===== src/logic/rv_config.svh =====
`ifndef RV_CONFIG_SVH
`define RV_CONFIG_SVH

// Data and address width
`define XLEN 32

// Architectural integer registers
`define REG_COUNT 32

// First fetch address after reset
`define RESET_PC 32'h0000_0000

`endif


===== src/logic/rvPkg.sv =====
package rvPkg;

	typedef enum logic [6:0] {
		opLoad   = 7'b0000011,
		opStore  = 7'b0100011,
		opImm    = 7'b0010011,
		opReg    = 7'b0110011,
		opBranch = 7'b1100011,
		opJal    = 7'b1101111,
		opJalr   = 7'b1100111
	} opcodeT;

	typedef enum logic [3:0] {
		stFetch,
		stDecode,
		stJalLink,
		stJalrTarget,
		stAddrCalc,
		stRegExec,
		stBranchCmp,
		stBranchDone,
		stApbSetup,
		stApbAccess,
		stLoadWb,
		stAluWb
	} ctrlStateT;

	typedef enum logic [2:0] {
		aluAdd,
		aluSub,
		aluAnd,
		aluOr,
		aluXor
	} aluOpT;

	typedef enum logic [1:0] {
		srcPc,
		srcOldPc,
		srcRs1
	} srcAT;

	typedef enum logic [1:0] {
		srcRs2,
		srcImm,
		srcFour
	} srcBT;

endpackage


===== src/logic/rvAlu.sv =====
`timescale 1ns/1ps
`include "rv_config.svh"

module rvAlu (
	input  logic [`XLEN-1:0] opA,
	input  logic [`XLEN-1:0] opB,
	input  rvPkg::aluOpT     aluOp,
	output logic [`XLEN-1:0] result,
	output logic             zero
);
	import rvPkg::*;

	always_comb begin
		case (aluOp)
			aluAdd: result = opA + opB;
			aluSub: result = opA - opB; // Also the branch compare
			aluAnd: result = opA & opB;
			aluOr:  result = opA | opB;
			aluXor: result = opA ^ opB;
			default: result = opA + opB;
		endcase
	end

	assign zero = (result == '0);

endmodule


===== src/logic/rvControl.sv =====
`timescale 1ns/1ps

module rvControl (
	input  logic          CLK,
	input  logic          RSTn,
	input  rvPkg::opcodeT opcode,
	input  logic [2:0]    funct3,
	input  logic          funct7b5,
	input  logic          pready,
	output logic          irWrite,
	output logic          pcWrite,
	output logic          pcWriteCond,
	output logic          branchNe,
	output logic          rfWrite,
	output logic          wbFromMem,
	output logic          apbLatch,
	output logic          psel,
	output logic          penable,
	output logic          pwrite,
	output rvPkg::srcAT   srcA,
	output rvPkg::srcBT   srcB,
	output rvPkg::aluOpT  aluOp,
	output logic [31:0]   instRetired
);
	import rvPkg::*;

	ctrlStateT state;
	ctrlStateT nextState;
	aluOpT     funcOp;
	logic      apbNext;

	// ALU operation of register and immediate instructions
	always_comb begin
		case (funct3)
			3'b000: funcOp = (opcode == opReg && funct7b5) ? aluSub : aluAdd;
			3'b100: funcOp = aluXor;
			3'b110: funcOp = aluOr;
			3'b111: funcOp = aluAnd;
			default: funcOp = aluAdd;
		endcase
	end

	always_comb begin
		irWrite     = 1'b0;
		pcWrite     = 1'b0;
		pcWriteCond = 1'b0;
		branchNe    = 1'b0;
		rfWrite     = 1'b0;
		wbFromMem   = 1'b0;
		apbLatch    = 1'b0;
		srcA        = srcRs1; // Keeps the ALU register steady
		srcB        = srcImm;
		aluOp       = aluAdd;
		nextState   = state;
		case (state)
			stFetch: begin
				irWrite   = 1'b1;
				pcWrite   = 1'b1;
				srcA      = srcPc;
				srcB      = srcFour;
				nextState = stDecode;
			end
			stDecode: begin
				// Link address for jumps, branch target otherwise
				srcA = srcOldPc;
				srcB = (opcode == opJal || opcode == opJalr) ? srcFour : srcImm;
				case (opcode)
					opLoad, opStore: nextState = stAddrCalc;
					opImm, opReg:    nextState = stRegExec;
					opBranch:        nextState = stBranchCmp;
					opJal:           nextState = stJalLink;
					opJalr:          nextState = stJalrTarget;
					default:         nextState = stFetch; // Unknown opcode retires as no-op
				endcase
			end
			stJalLink: begin
				srcA      = srcOldPc;
				pcWrite   = 1'b1;
				rfWrite   = 1'b1;
				nextState = stFetch;
			end
			stJalrTarget: begin
				pcWrite   = 1'b1;
				rfWrite   = 1'b1;
				nextState = stFetch;
			end
			stAddrCalc: begin
				apbLatch  = 1'b1; // Address and store data into APB registers
				nextState = stApbSetup;
			end
			stApbSetup: nextState = stApbAccess;
			stApbAccess: begin
				if (pready) begin
					if (opcode == opLoad) begin
						wbFromMem = 1'b1; // Capture read data
						nextState = stLoadWb;
					end else begin
						nextState = stFetch;
					end
				end
			end
			stLoadWb: begin
				rfWrite   = 1'b1;
				wbFromMem = 1'b1;
				nextState = stFetch;
			end
			stRegExec: begin
				srcB      = (opcode == opReg) ? srcRs2 : srcImm;
				aluOp     = funcOp;
				nextState = stAluWb;
			end
			stAluWb: begin
				rfWrite   = 1'b1;
				nextState = stFetch;
			end
			stBranchCmp: begin
				srcB        = srcRs2;
				aluOp       = aluSub;
				pcWriteCond = 1'b1;
				branchNe    = funct3[0];
				nextState   = stFetch;
			end
			default: nextState = stFetch;
		endcase
	end

	assign apbNext = (nextState == stApbSetup) || (nextState == stApbAccess);

	always_ff @(posedge CLK) begin
		if (RSTn) begin
			state       <= stFetch;
			psel        <= 1'b0;
			penable     <= 1'b0;
			pwrite      <= 1'b0;
			instRetired <= '0;
		end else begin
			state   <= nextState;
			psel    <= apbNext;
			penable <= (nextState == stApbAccess);
			pwrite  <= apbNext && (opcode == opStore);
			if (nextState == stFetch) begin
				instRetired <= instRetired + 32'd1; // One per completed instruction
			end
		end
	end

endmodule


===== src/logic/rvCore.sv =====
`timescale 1ns/1ps
`include "rv_config.svh"

module rvCore (
	input  logic             CLK,
	input  logic             RSTn,
	output logic [`XLEN-1:0] instrAddr,
	input  logic [`XLEN-1:0] instrData,
	output logic [`XLEN-1:0] paddr,
	output logic             psel,
	output logic             penable,
	output logic             pwrite,
	output logic [`XLEN-1:0] pwdata,
	input  logic [`XLEN-1:0] prdata,
	input  logic             pready,
	output logic [31:0]      instRetired
);
	import rvPkg::*;

	opcodeT           opcode;
	logic [2:0]       funct3;
	logic             funct7b5;
	logic             irWrite;
	logic             pcWrite;
	logic             pcWriteCond;
	logic             branchNe;
	logic             rfWrite;
	logic             wbFromMem;
	logic             apbLatch;
	srcAT             srcA;
	srcBT             srcB;
	aluOpT            aluOp;
	logic [`XLEN-1:0] opA;
	logic [`XLEN-1:0] opB;
	logic [`XLEN-1:0] aluResult;
	logic             aluZero;

	rvControl i_control (
		.CLK         (CLK),
		.RSTn        (RSTn),
		.opcode      (opcode),
		.funct3      (funct3),
		.funct7b5    (funct7b5),
		.pready      (pready),
		.irWrite     (irWrite),
		.pcWrite     (pcWrite),
		.pcWriteCond (pcWriteCond),
		.branchNe    (branchNe),
		.rfWrite     (rfWrite),
		.wbFromMem   (wbFromMem),
		.apbLatch    (apbLatch),
		.psel        (psel),
		.penable     (penable),
		.pwrite      (pwrite),
		.srcA        (srcA),
		.srcB        (srcB),
		.aluOp       (aluOp),
		.instRetired (instRetired)
	);

	rvDatapath i_datapath (
		.CLK         (CLK),
		.RSTn        (RSTn),
		.irWrite     (irWrite),
		.pcWrite     (pcWrite),
		.pcWriteCond (pcWriteCond),
		.branchNe    (branchNe),
		.rfWrite     (rfWrite),
		.wbFromMem   (wbFromMem),
		.srcA        (srcA),
		.srcB        (srcB),
		.apbLatch    (apbLatch),
		.aluResult   (aluResult),
		.aluZero     (aluZero),
		.instrData   (instrData),
		.prdata      (prdata),
		.instrAddr   (instrAddr),
		.paddr       (paddr),
		.pwdata      (pwdata),
		.opA         (opA),
		.opB         (opB),
		.opcode      (opcode),
		.funct3      (funct3),
		.funct7b5    (funct7b5)
	);

	rvAlu i_alu (
		.opA    (opA),
		.opB    (opB),
		.aluOp  (aluOp),
		.result (aluResult),
		.zero   (aluZero)
	);

endmodule


===== src/logic/rvDatapath.sv =====
`timescale 1ns/1ps
`include "rv_config.svh"

module rvDatapath (
	input  logic             CLK,
	input  logic             RSTn,
	input  logic             irWrite,
	input  logic             pcWrite,
	input  logic             pcWriteCond,
	input  logic             branchNe,
	input  logic             rfWrite,
	input  logic             wbFromMem,
	input  rvPkg::srcAT      srcA,
	input  rvPkg::srcBT      srcB,
	input  logic             apbLatch,
	input  logic [`XLEN-1:0] aluResult,
	input  logic             aluZero,
	input  logic [`XLEN-1:0] instrData,
	input  logic [`XLEN-1:0] prdata,
	output logic [`XLEN-1:0] instrAddr,
	output logic [`XLEN-1:0] paddr,
	output logic [`XLEN-1:0] pwdata,
	output logic [`XLEN-1:0] opA,
	output logic [`XLEN-1:0] opB,
	output rvPkg::opcodeT    opcode,
	output logic [2:0]       funct3,
	output logic             funct7b5
);
	import rvPkg::*;

	logic [`XLEN-1:0] pc;
	logic [`XLEN-1:0] oldPc;
	logic [`XLEN-1:0] ir;
	logic [`XLEN-1:0] rs1Q;
	logic [`XLEN-1:0] rs2Q;
	logic [`XLEN-1:0] aluOut;
	logic [`XLEN-1:0] mdr;
	logic [`XLEN-1:0] imm;
	logic [`XLEN-1:0] pcNext;
	logic [`XLEN-1:0] rs1Data;
	logic [`XLEN-1:0] rs2Data;
	logic [`XLEN-1:0] rdData;
	logic             taken;

	assign opcode   = opcodeT'(ir[6:0]);
	assign funct3   = ir[14:12];
	assign funct7b5 = ir[30];

	always_comb begin
		case (opcode)
			opStore:  imm = {{20{ir[31]}}, ir[31:25], ir[11:7]};
			opBranch: imm = {{19{ir[31]}}, ir[31], ir[7], ir[30:25], ir[11:8], 1'b0};
			opJal:    imm = {{11{ir[31]}}, ir[31], ir[19:12], ir[20], ir[30:21], 1'b0};
			default:  imm = {{20{ir[31]}}, ir[31:20]};
		endcase
	end

	always_comb begin
		case (srcA)
			srcPc:    opA = pc;
			srcOldPc: opA = oldPc;
			default:  opA = rs1Q;
		endcase
		case (srcB)
			srcRs2:  opB = rs2Q;
			srcFour: opB = `XLEN'(4);
			default: opB = imm;
		endcase
	end

	// Branch target sits in aluOut since decode
	assign taken  = pcWriteCond && (aluZero ^ branchNe);
	assign pcNext = pcWriteCond ? aluOut : aluResult;

	always_ff @(posedge CLK) begin
		if (RSTn) begin
			pc <= `RESET_PC;
		end else if (pcWrite || taken) begin
			pc <= {pcNext[`XLEN-1:1], 1'b0}; // JALR clears bit 0
		end
	end

	always_ff @(posedge CLK) begin
		if (irWrite) begin
			ir    <= instrData;
			oldPc <= pc;
		end
		rs1Q   <= rs1Data;
		rs2Q   <= rs2Data;
		aluOut <= aluResult;
		if (wbFromMem && !rfWrite) begin
			mdr <= prdata; // Completing read access
		end
		if (apbLatch) begin
			paddr  <= aluResult;
			pwdata <= rs2Q;
		end
	end

	assign rdData    = wbFromMem ? mdr : aluOut;
	assign instrAddr = pc;

	rvRegFile i_regFile (
		.CLK     (CLK),
		.RSTn    (RSTn),
		.rs1Addr (ir[19:15]),
		.rs2Addr (ir[24:20]),
		.rdAddr  (ir[11:7]),
		.rdData  (rdData),
		.writeEn (rfWrite),
		.rs1Data (rs1Data),
		.rs2Data (rs2Data)
	);

endmodule


===== src/logic/rvRegFile.sv =====
`timescale 1ns/1ps
`include "rv_config.svh"

module rvRegFile (
	input  logic                             CLK,
	input  logic                             RSTn,
	input  logic [$clog2(`REG_COUNT)-1:0]    rs1Addr,
	input  logic [$clog2(`REG_COUNT)-1:0]    rs2Addr,
	input  logic [$clog2(`REG_COUNT)-1:0]    rdAddr,
	input  logic [`XLEN-1:0]                 rdData,
	input  logic                             writeEn,
	output logic [`XLEN-1:0]                 rs1Data,
	output logic [`XLEN-1:0]                 rs2Data
);

	logic [`XLEN-1:0] regs [`REG_COUNT];

	always_ff @(posedge CLK) begin
		if (RSTn) begin
			for (int i = 0; i < `REG_COUNT; i++) begin
				regs[i] <= '0;
			end
		end else if (writeEn && rdAddr != '0) begin
			regs[rdAddr] <= rdData; // x0 never written
		end
	end

	assign rs1Data = (rs1Addr == '0) ? '0 : regs[rs1Addr];
	assign rs2Data = (rs2Addr == '0) ? '0 : regs[rs2Addr];

endmodule


===== config.mk =====
export PLATFORM = sky130hd
export DESIGN_NAME = rvCore
export DESIGN_NICKNAME = d
export VERILOG_FILES = /design/src/logic/rvPkg.sv /design/src/logic/rvAlu.sv /design/src/logic/rvControl.sv /design/src/logic/rvCore.sv /design/src/logic/rvDatapath.sv /design/src/logic/rvRegFile.sv
export VERILOG_INCLUDE_DIRS = /design/src /design/src/logic
export SDC_FILE = /design/constraint.sdc
export NUM_CORES = 2
export LEC_CHECK = 0
export ABC_AREA = 0
export BUFFER_PORTS_ARGS = -buffer_cell sky130_fd_sc_hd__buf_4
export CAP_MARGIN = 10
export CORE_ASPECT_RATIO = 1.75
export CORE_MARGIN = 5
export CORE_UTILIZATION = 45
export DETAILED_ROUTE_END_ITERATION = 8
export PLACE_DENSITY = 0.62
export SLEW_MARGIN = 20
export SYNTH_ARGS = -nofsm -noshare
export SYNTH_HDL_FRONTEND = slang
export SYNTH_SLANG_ARGS = --single-unit

===== constraint.sdc =====
create_clock -name CLK -period 10.8 [get_ports CLK]
set_clock_uncertainty 0.2 [all_clocks]
set_input_delay 1.08 -clock CLK [delete_from_list [all_inputs] [get_ports CLK]]
set_output_delay 1.08 -clock CLK [all_outputs]
set_load 0.005 [all_outputs]

; Word-level counts from Yosys, hierarchy flattened
; Memory sizes are Yosys's and may differ from the RTL's. A register that Yosys moved wholly into a read port is not among the register bits.
; Index checks and enable logic that the tools add are counted.
[totals]
regBits = 261
ramBits = 1024
in_bits = 67
output_inout_bits = 131
wordCells = 106
n_memories = 1
[memory_table]
columns = memory, words, word_bits, rd, rd_ports_with_merged_regs, write_ports, line_no
row1 = i_datapath.i_regFile.regs, 32, 32, 2, 2, 32, rvRegFile.sv:16  ; logic [`XLEN-1:0] regs [`REG_COUNT];
[op_classes]
n_addsub = 3
n_eq_ne = 28
n_mux = 34
bitwise = 4
reduce_logical = 24
[ops]
columns = op, count
row1 = case mux 32 bit (2 select lines), 2
row2 = case mux 32 bit (4 select lines), 1
row3 = two-way mux 32 bit, 3
row4 = case mux 20 bit (3 select lines), 1
row5 = adder 32 x 1 -> 32 bit (second input constant), 1
row6 = adder 32 bit, 1
row7 = bitwise AND 32 bit, 1
row8 = zero test 32 bit, 1
row9 = bitwise OR 32 bit, 1
row10 = OR reduction 32 bit, 1
row11 = subtractor 32 bit, 1
row12 = bitwise XOR 32 bit, 1
row13 = == test 4 bit (second input constant), 6
row14 = case mux 4 bit (6 select lines), 1
row15 = == test 7 bit (second input constant), 3
row16 = two-way mux 1 bit, 16
row17 = case mux 3 bit (5 select lines), 1
row18 = == test 7 x 6 -> 1 bit (second input constant), 2
row19 = == test 3 bit (second input constant), 4
row20 = == test 4 x 3 -> 1 bit (second input constant), 3
row21 = case mux 3 bit (4 select lines), 1
row22 = zero test 5 bit, 2
row23 = == test 4 x 2 -> 1 bit (second input constant), 2
row24 = zero test 4 bit, 2
row25 = 24 further kinds, 35

; Longest topological paths before layout
[logic_depth]
word_depth = 12
ltp_mapped = 33
depth_no_buf = 28

; By module
; A second synthesis with hierarchy kept.
[unflattened]
cells_unflattened = 5045
area_unflattened_um2 = 70498.9
[modules_own_cells]
columns = module, n_inst, cells_per_inst, area_per_inst_um2, seq_area_each_um2
row1 = rvRegFile, 1, 3502, 54253.3, 30749.5
row2 = rvDatapath, 1, 634, 9640.5, 7317.0
row3 = rvAlu, 1, 630, 4326.6, 0.0
row4 = rvControl, 1, 279, 2278.4, 780.7

; Worst setup path before layout
; Ideal clock, no wire load.
[synth_path]
path_type = register to register
from = register i_datapath.ir[2]
to = register i_datapath.pc[26], in the netlist i_datapath.instrAddr[26]
arrival_ns = 7.045
t_required_ns = 10.477
path_slack_ns = 3.432
path_stages_with_launch = 31
path_buffers = 5
synth_period_minus_slack_ns = 7.368
cell_sequence = edfxtp_1 buf_6 or3_4 or3_1 a32oi_1 buf_2 buf_1 buf_1 a21oi_1 a31oi_1 ha_1 o21ai_0 nand3b_1 or2_2 o21ai_0 xnor2_1 ha_1 clkbuf_1 a21oi_1 o21ai_0 a2111oi_2 nand3_1 a31o_2 nor3_1 o211a_1 and4b_1 nand4bb_1 o31a_1 o21a_4 nor2_8 mux2_1
[synth_between]
elab_chain_len = 12
[synth_lines]
columns = item, line_no
row1 = "start, declared", rvDatapath.sv:33  ; logic [`XLEN-1:0] ir;
row2 = "start signal, assigned", rvDatapath.sv:85  ; ir <= instrData;
row3 = "== test 7 bit, on equally long branches", "rvControl.sv:66, rvDatapath.sv:50"
row4 = logical OR 1 bit, rvControl.sv:66  ; srcB = (opcode == opJal || opcode == opJalr) ? srcFour : srcImm;
row5 = two-way mux 2 bit, rvControl.sv:66
row6 = case mux 2 bit (4 select lines), rvControl.sv:55  ; case (state)
row7 = == test 2 bit or zero test 2 bit (tied branches), rvDatapath.sv:64  ; case (srcB)
row8 = case mux 32 bit (2 select lines), rvDatapath.sv:64
row9 = "adder 32 bit, or another cell as far along", "rvAlu.sv:15, rvAlu.sv:20"
row10 = case mux 32 bit (4 select lines) *, rvAlu.sv:14  ; case (aluOp)
row11 = zero test 32 bit, rvAlu.sv:24  ; assign zero = (result == '0);
row12 = bitwise XOR 1 bit, rvDatapath.sv:72  ; assign taken = pcWriteCond && (aluZero ^ branchNe);
row13 = logical AND 1 bit, rvDatapath.sv:72
row14 = logical OR 1 bit, rvDatapath.sv:78  ; end else if (pcWrite || taken) begin
row15 = "end signal, assigned", rvDatapath.sv:77  ; pc <= `RESET_PC;
row16 = "end signal, assigned", rvDatapath.sv:79  ; pc <= {pcNext[`XLEN-1:1], 1'b0};
row17 = "end, declared", rvDatapath.sv:31  ; logic [`XLEN-1:0] pc;
; Mark *: on every way between the ends. The rest lies on a longest branch, timed or not.
; A chain may end at the register's enable or synchronous reset.

; Worst setup path in the final report
[layout_path]
from = register i_control.state[0]
to = register i_datapath.pc[26], in the netlist i_datapath.instrAddr[26]
[layout_between]
elab_chain_len = 11
[layout_lines]
columns = item, line_no
row1 = "start, declared", rvControl.sv:27  ; ctrlStateT state;
row2 = "start signal, assigned", rvControl.sv:131  ; state <= stFetch;
row3 = "start signal, assigned", rvControl.sv:137  ; state <= nextState;
row4 = == test 4 x 2 -> 1 bit or == test 4 x 1 -> 1 bit (tied branches), rvControl.sv:55
row5 = OR reduction 2 bit (no line), -
row6 = case mux 2 bit (2 select lines), rvControl.sv:55
row7 = == test 2 x 1 -> 1 bit or zero test 2 bit (tied branches), rvDatapath.sv:59  ; case (srcA)
row8 = case mux 32 bit (2 select lines), rvDatapath.sv:59
row9 = "adder 32 bit, or another cell as far along", "rvAlu.sv:15, rvAlu.sv:20"
row10 = case mux 32 bit (4 select lines) *, rvAlu.sv:14
row11 = net aluResult[23], rvCore.sv:35  ; logic [`XLEN-1:0] aluResult;
row12 = zero test 32 bit *, rvAlu.sv:24
row13 = bitwise XOR 1 bit *, rvDatapath.sv:72
row14 = logical AND 1 bit *, rvDatapath.sv:72
row15 = logical OR 1 bit *, rvDatapath.sv:78
; Mark *: on every way through the listed nets, which the timed path passes. The rest lies on a longest branch.

==> flow_summary.yaml <==
status:
  status: "completed"
pwr:
  internal_power_w: 0.00981
  p_sw_frac: 0.317
  power_density_nw_per_um2: 187
  p_sw_w: 0.00456
  pwr-share-seq: 0.444
  p_leak_nw: 27.3
  total_power_w: 0.0144
  power_frac_comb: 0.232
  peakVddDrop_mv: 0.158
  p_clk_frac: 0.324
cts:
  clkSinkCount: 1349
  clk_pin_slew_worst_paths_ps: 70
  cts_tree: "done"
  cts_hold_buf: 0
  cts_resized: 0
  clockBufferDepth: 3
  cts_buffers: 119
  cts_root_buffer: "clkbuf_16"
  clk_latency_ps: 780
  post-cts-setup-buffer-count: 0
  cts_max_level: 3
synth:
  ys_top_cells_by_area: "edfxtp_1 52%, mux4_2 21%, nor2_1 6.4%"
  ys_ff_latch: 1349
  yosysUniqueCellTypes: 96
  syn-cell-area_um2: 68300
  yosysMostFrequentCell: "edfxtp_1"
  synth_top_area_frac: 0.520
  avgSynthCellArea_um2: 13.9
  synth_warnings: 0
  synth_flop_cell: "edfxtp_1"
  synthSimpleGateAreaFrac: 0.104
  muxShareOfSynthArea: 0.223
  synth_compound_gate_area_share: 0.0443
  yosys-top-cells-count: "1183 x edfxtp_1, 1165 x nor2_1, 640 x mux4_2, 368 x clkbuf_1, 181 x nand2_1"
  synth_largest_area_cell: "edfxtp_1"
  yosysSeqAreaShare: 0.569
  synth_cells: 4914
  synthXorXnorAreaFrac: 0.00847
  synth_edf_count: 1183
  synthAdderAreaFrac: 0.0186
  synth_top_family_by_area: "multiplexers"
  async_flop_share: 0
timing:
  timing.final.crit_share: 0.846
  maxSlewViolCount: 0
  worst_slew_pin_slew_ps: 1350
  rsz0062_at_grt: "false"
  setup_violations: 0
  relSlewSlack: 0.0975
  fin_tns_setup_ps: 0
  hold_viol_final: 0
  finalCriticalPeriod_ps: 9140
  max_freq_mhz: 109
  fin_ws_ps: 1660
global_route:
  grt_pass1_wl_um: 341000
  track_usage: 0.298
  grt.overflow.total: 0
  busiest_layer: "met2"
  grt_start_max_net_pins: 134
  use_met2: 0.535
  grt_util_met3: 0.0471
  antenna_found_initial: 7
  grt_pass1_vias: 46800
  grt_use_met1: 0.330
placed_design:
  dp_hpwl_um: 156000
  port_buffers: 196
  dp.cells: 6838
  routabilityCongestion: 0.993
  place_ws_ps: 1790
die:
  die_area_um2: 160000
  fp.dieH_um: 525
  die_w_um: 304
  start_util: 0.452
  core_area_um2: 151000
  top_level_ports: 198
  rows: 189
critical_path:
  reg2reg_from: "i_control.state[0]$_SDFF_PP0_"
  critPathRequiredTime_ps: 11250
  cp-start-kind: "flip-flop"
  critical_path_class: "reg -> reg"
  end_kind: "flip-flop"
  crit_arrival_ps: 9590
  critPathMaxFanout: 23
  crit_path_start: "i_control.state[0]$_SDFF_PP0_"
final_layout:
  multiInputGateArea_um2: 27900
  drive_gt1_frac: 0.265
  areaGrowthSynthToFinish_pct: 12.5
  nets: 5136
  fin_util: 0.508
  final_cells: 7083
  fillCellCount: 12600
  seq_area_um2: 38800
worst_hold_path:
  hp-start: "instrData[5]"
  hp-class: "in -> reg"
drt:
  num_vias: 45800
  routed_via_density: 6.47
  first_pass_iters: 7
  ant_nets: 0
  drt_iter0_markers: 5779
  wl_per_cell_um: 34.3
  wl_um: 243000
  drc_errors: 0
run:
  drv_cap: 0
power groups by stage:
| stage | clock (W) | combinational [W] | sequential, W |
|---|---|---|---|
| global placement | 0 | 0.00316 | 0.00647 |
| detailed placement | 0 | 0.00316 | 0.00648 |
| global route | 0.00489 | 0.00351 | 0.00640 |
| finish | 0.00465 | 0.00334 | 0.00638 |
| CTS | 0.00468 | 0.00317 | 0.00637 |
| floorplan | 0 | 0.00203 | 0.00627 |
sequential cells by signal (all words and copies together) (netlist names):
name                       count
i_datapath.rs2Q               32
i_datapath.oldPc              31
i_datapath.paddr              32
i_datapath.mdr                32
i_control.psel                 1
i_datapath.aluOut             32
i_control.pwrite               1
i_datapath.ir                 32
i_datapath.rs1Q               32
i_datapath.instrAddr          31
i_datapath.i_regFile.regs   1024
i_control.instRetired         32
i_control.state                4
i_datapath.pwdata             32
i_control.penable              1
per-layer routing:
layer,vias to the layer above,share of wire
met1,23400,0.32
met5,-,0
met3,773,0.085
met2,2852,0.52
met4,0,0.079
li1,18800,-
path summary, 6_finish.rpt:
path	endpoint	slack (ps)	cells past startpoint
worst max-delay path	i_datapath.instrAddr[26]$_SDFFE_PP0P_	1660	25
worst min-delay path	i_datapath.ir[5]$_DFFE_PP_	270	1
worst max register to register	i_datapath.instrAddr[26]$_SDFFE_PP0P_	1660	25
worst min register to register	i_datapath.pwdata[28]$_DFFE_PP_	300	0
stage by stage:
stage               instance area, um2  hold slack [ps]
global route                     76800              254
floorplan                        68400              214
finish                           76800              272
global placement                 72300              278
CTS                              76500              229
detailed placement               72300              291
area by class of cell:
cell class / instances / share of cell area
clock buffers: 142 / 0.0423
multi-input cells: 3026 / 0.363
repair buffers: 352 / 0.0372
clock inverters: 82 / 0.0125
diodes: 7 / 0.000228
inverters: 120 / 0.00586
flip-flops and latches: 1349 / 0.506
well taps: 2005 / 0.0327
worst max-delay path, cell delays in order, from the launching register on:
cell	delay, ps
dfxtp_1	730
nand4bb_1	640
or3_1	620
a32oi_4	320
a21oi_1	80
a31oi_1	330
ha_1	250
o21ai_0	220
nand3b_1	310
or2_2	320
o21ai_0	190
xnor2_1	100
ha_1	400
a21oi_1	270
o21ai_0	290
a2111oi_2	890
a31oi_1	200
xnor2_1	180
a21oi_1	200
nand4b_1	370
nor4_1	410
nand4bb_1	180
o31a_1	300
o21a_4	360
nor2_8	260
mux2_1	350
cell usage in the layout (no fill, tap or decap), types with 17 or more instances in the layout:
cell type	netlist	routed
mux2i_1	77	45
mux4_2	640	640
a222oi_1	31	31
clkinv_2	0	20
mux2i_4	0	19
a211oi_1	20	20
bufinv_16	0	18
conb_1	1	33
or3_1	19	19
nand4_1	17	17
and3_1	22	22
nand2_2	0	31
inv_1	120	119
nor3_1	62	56
dfxtp_1	166	166
edfxtp_1	1183	1183
clkbuf_16	0	125
xnor2_1	46	46
ha_1	100	100
a21oi_1	107	106
o21ai_0	93	93
nand2_1	181	150
o211ai_1	18	18
xor2_1	20	20
nand3_1	51	51
a31oi_1	21	21
o21ai_1	18	18
nor2_1	1165	1164
buf_4	3	333
nand2b_2	0	26
cell families after synthesis:
| logic type | after synthesis |
|---|---|
| other | 1 |
| DFF | 1349 |
| buffers and inverters | 571 |
| muxes | 720 |
| adders and majority gates | 101 |
| AOI/OAI and AO/OA | 436 |
| xor gates and xnor gates | 66 |
| and+or+nand+nor | 1670 |
(Power assumes the default switching activity.)
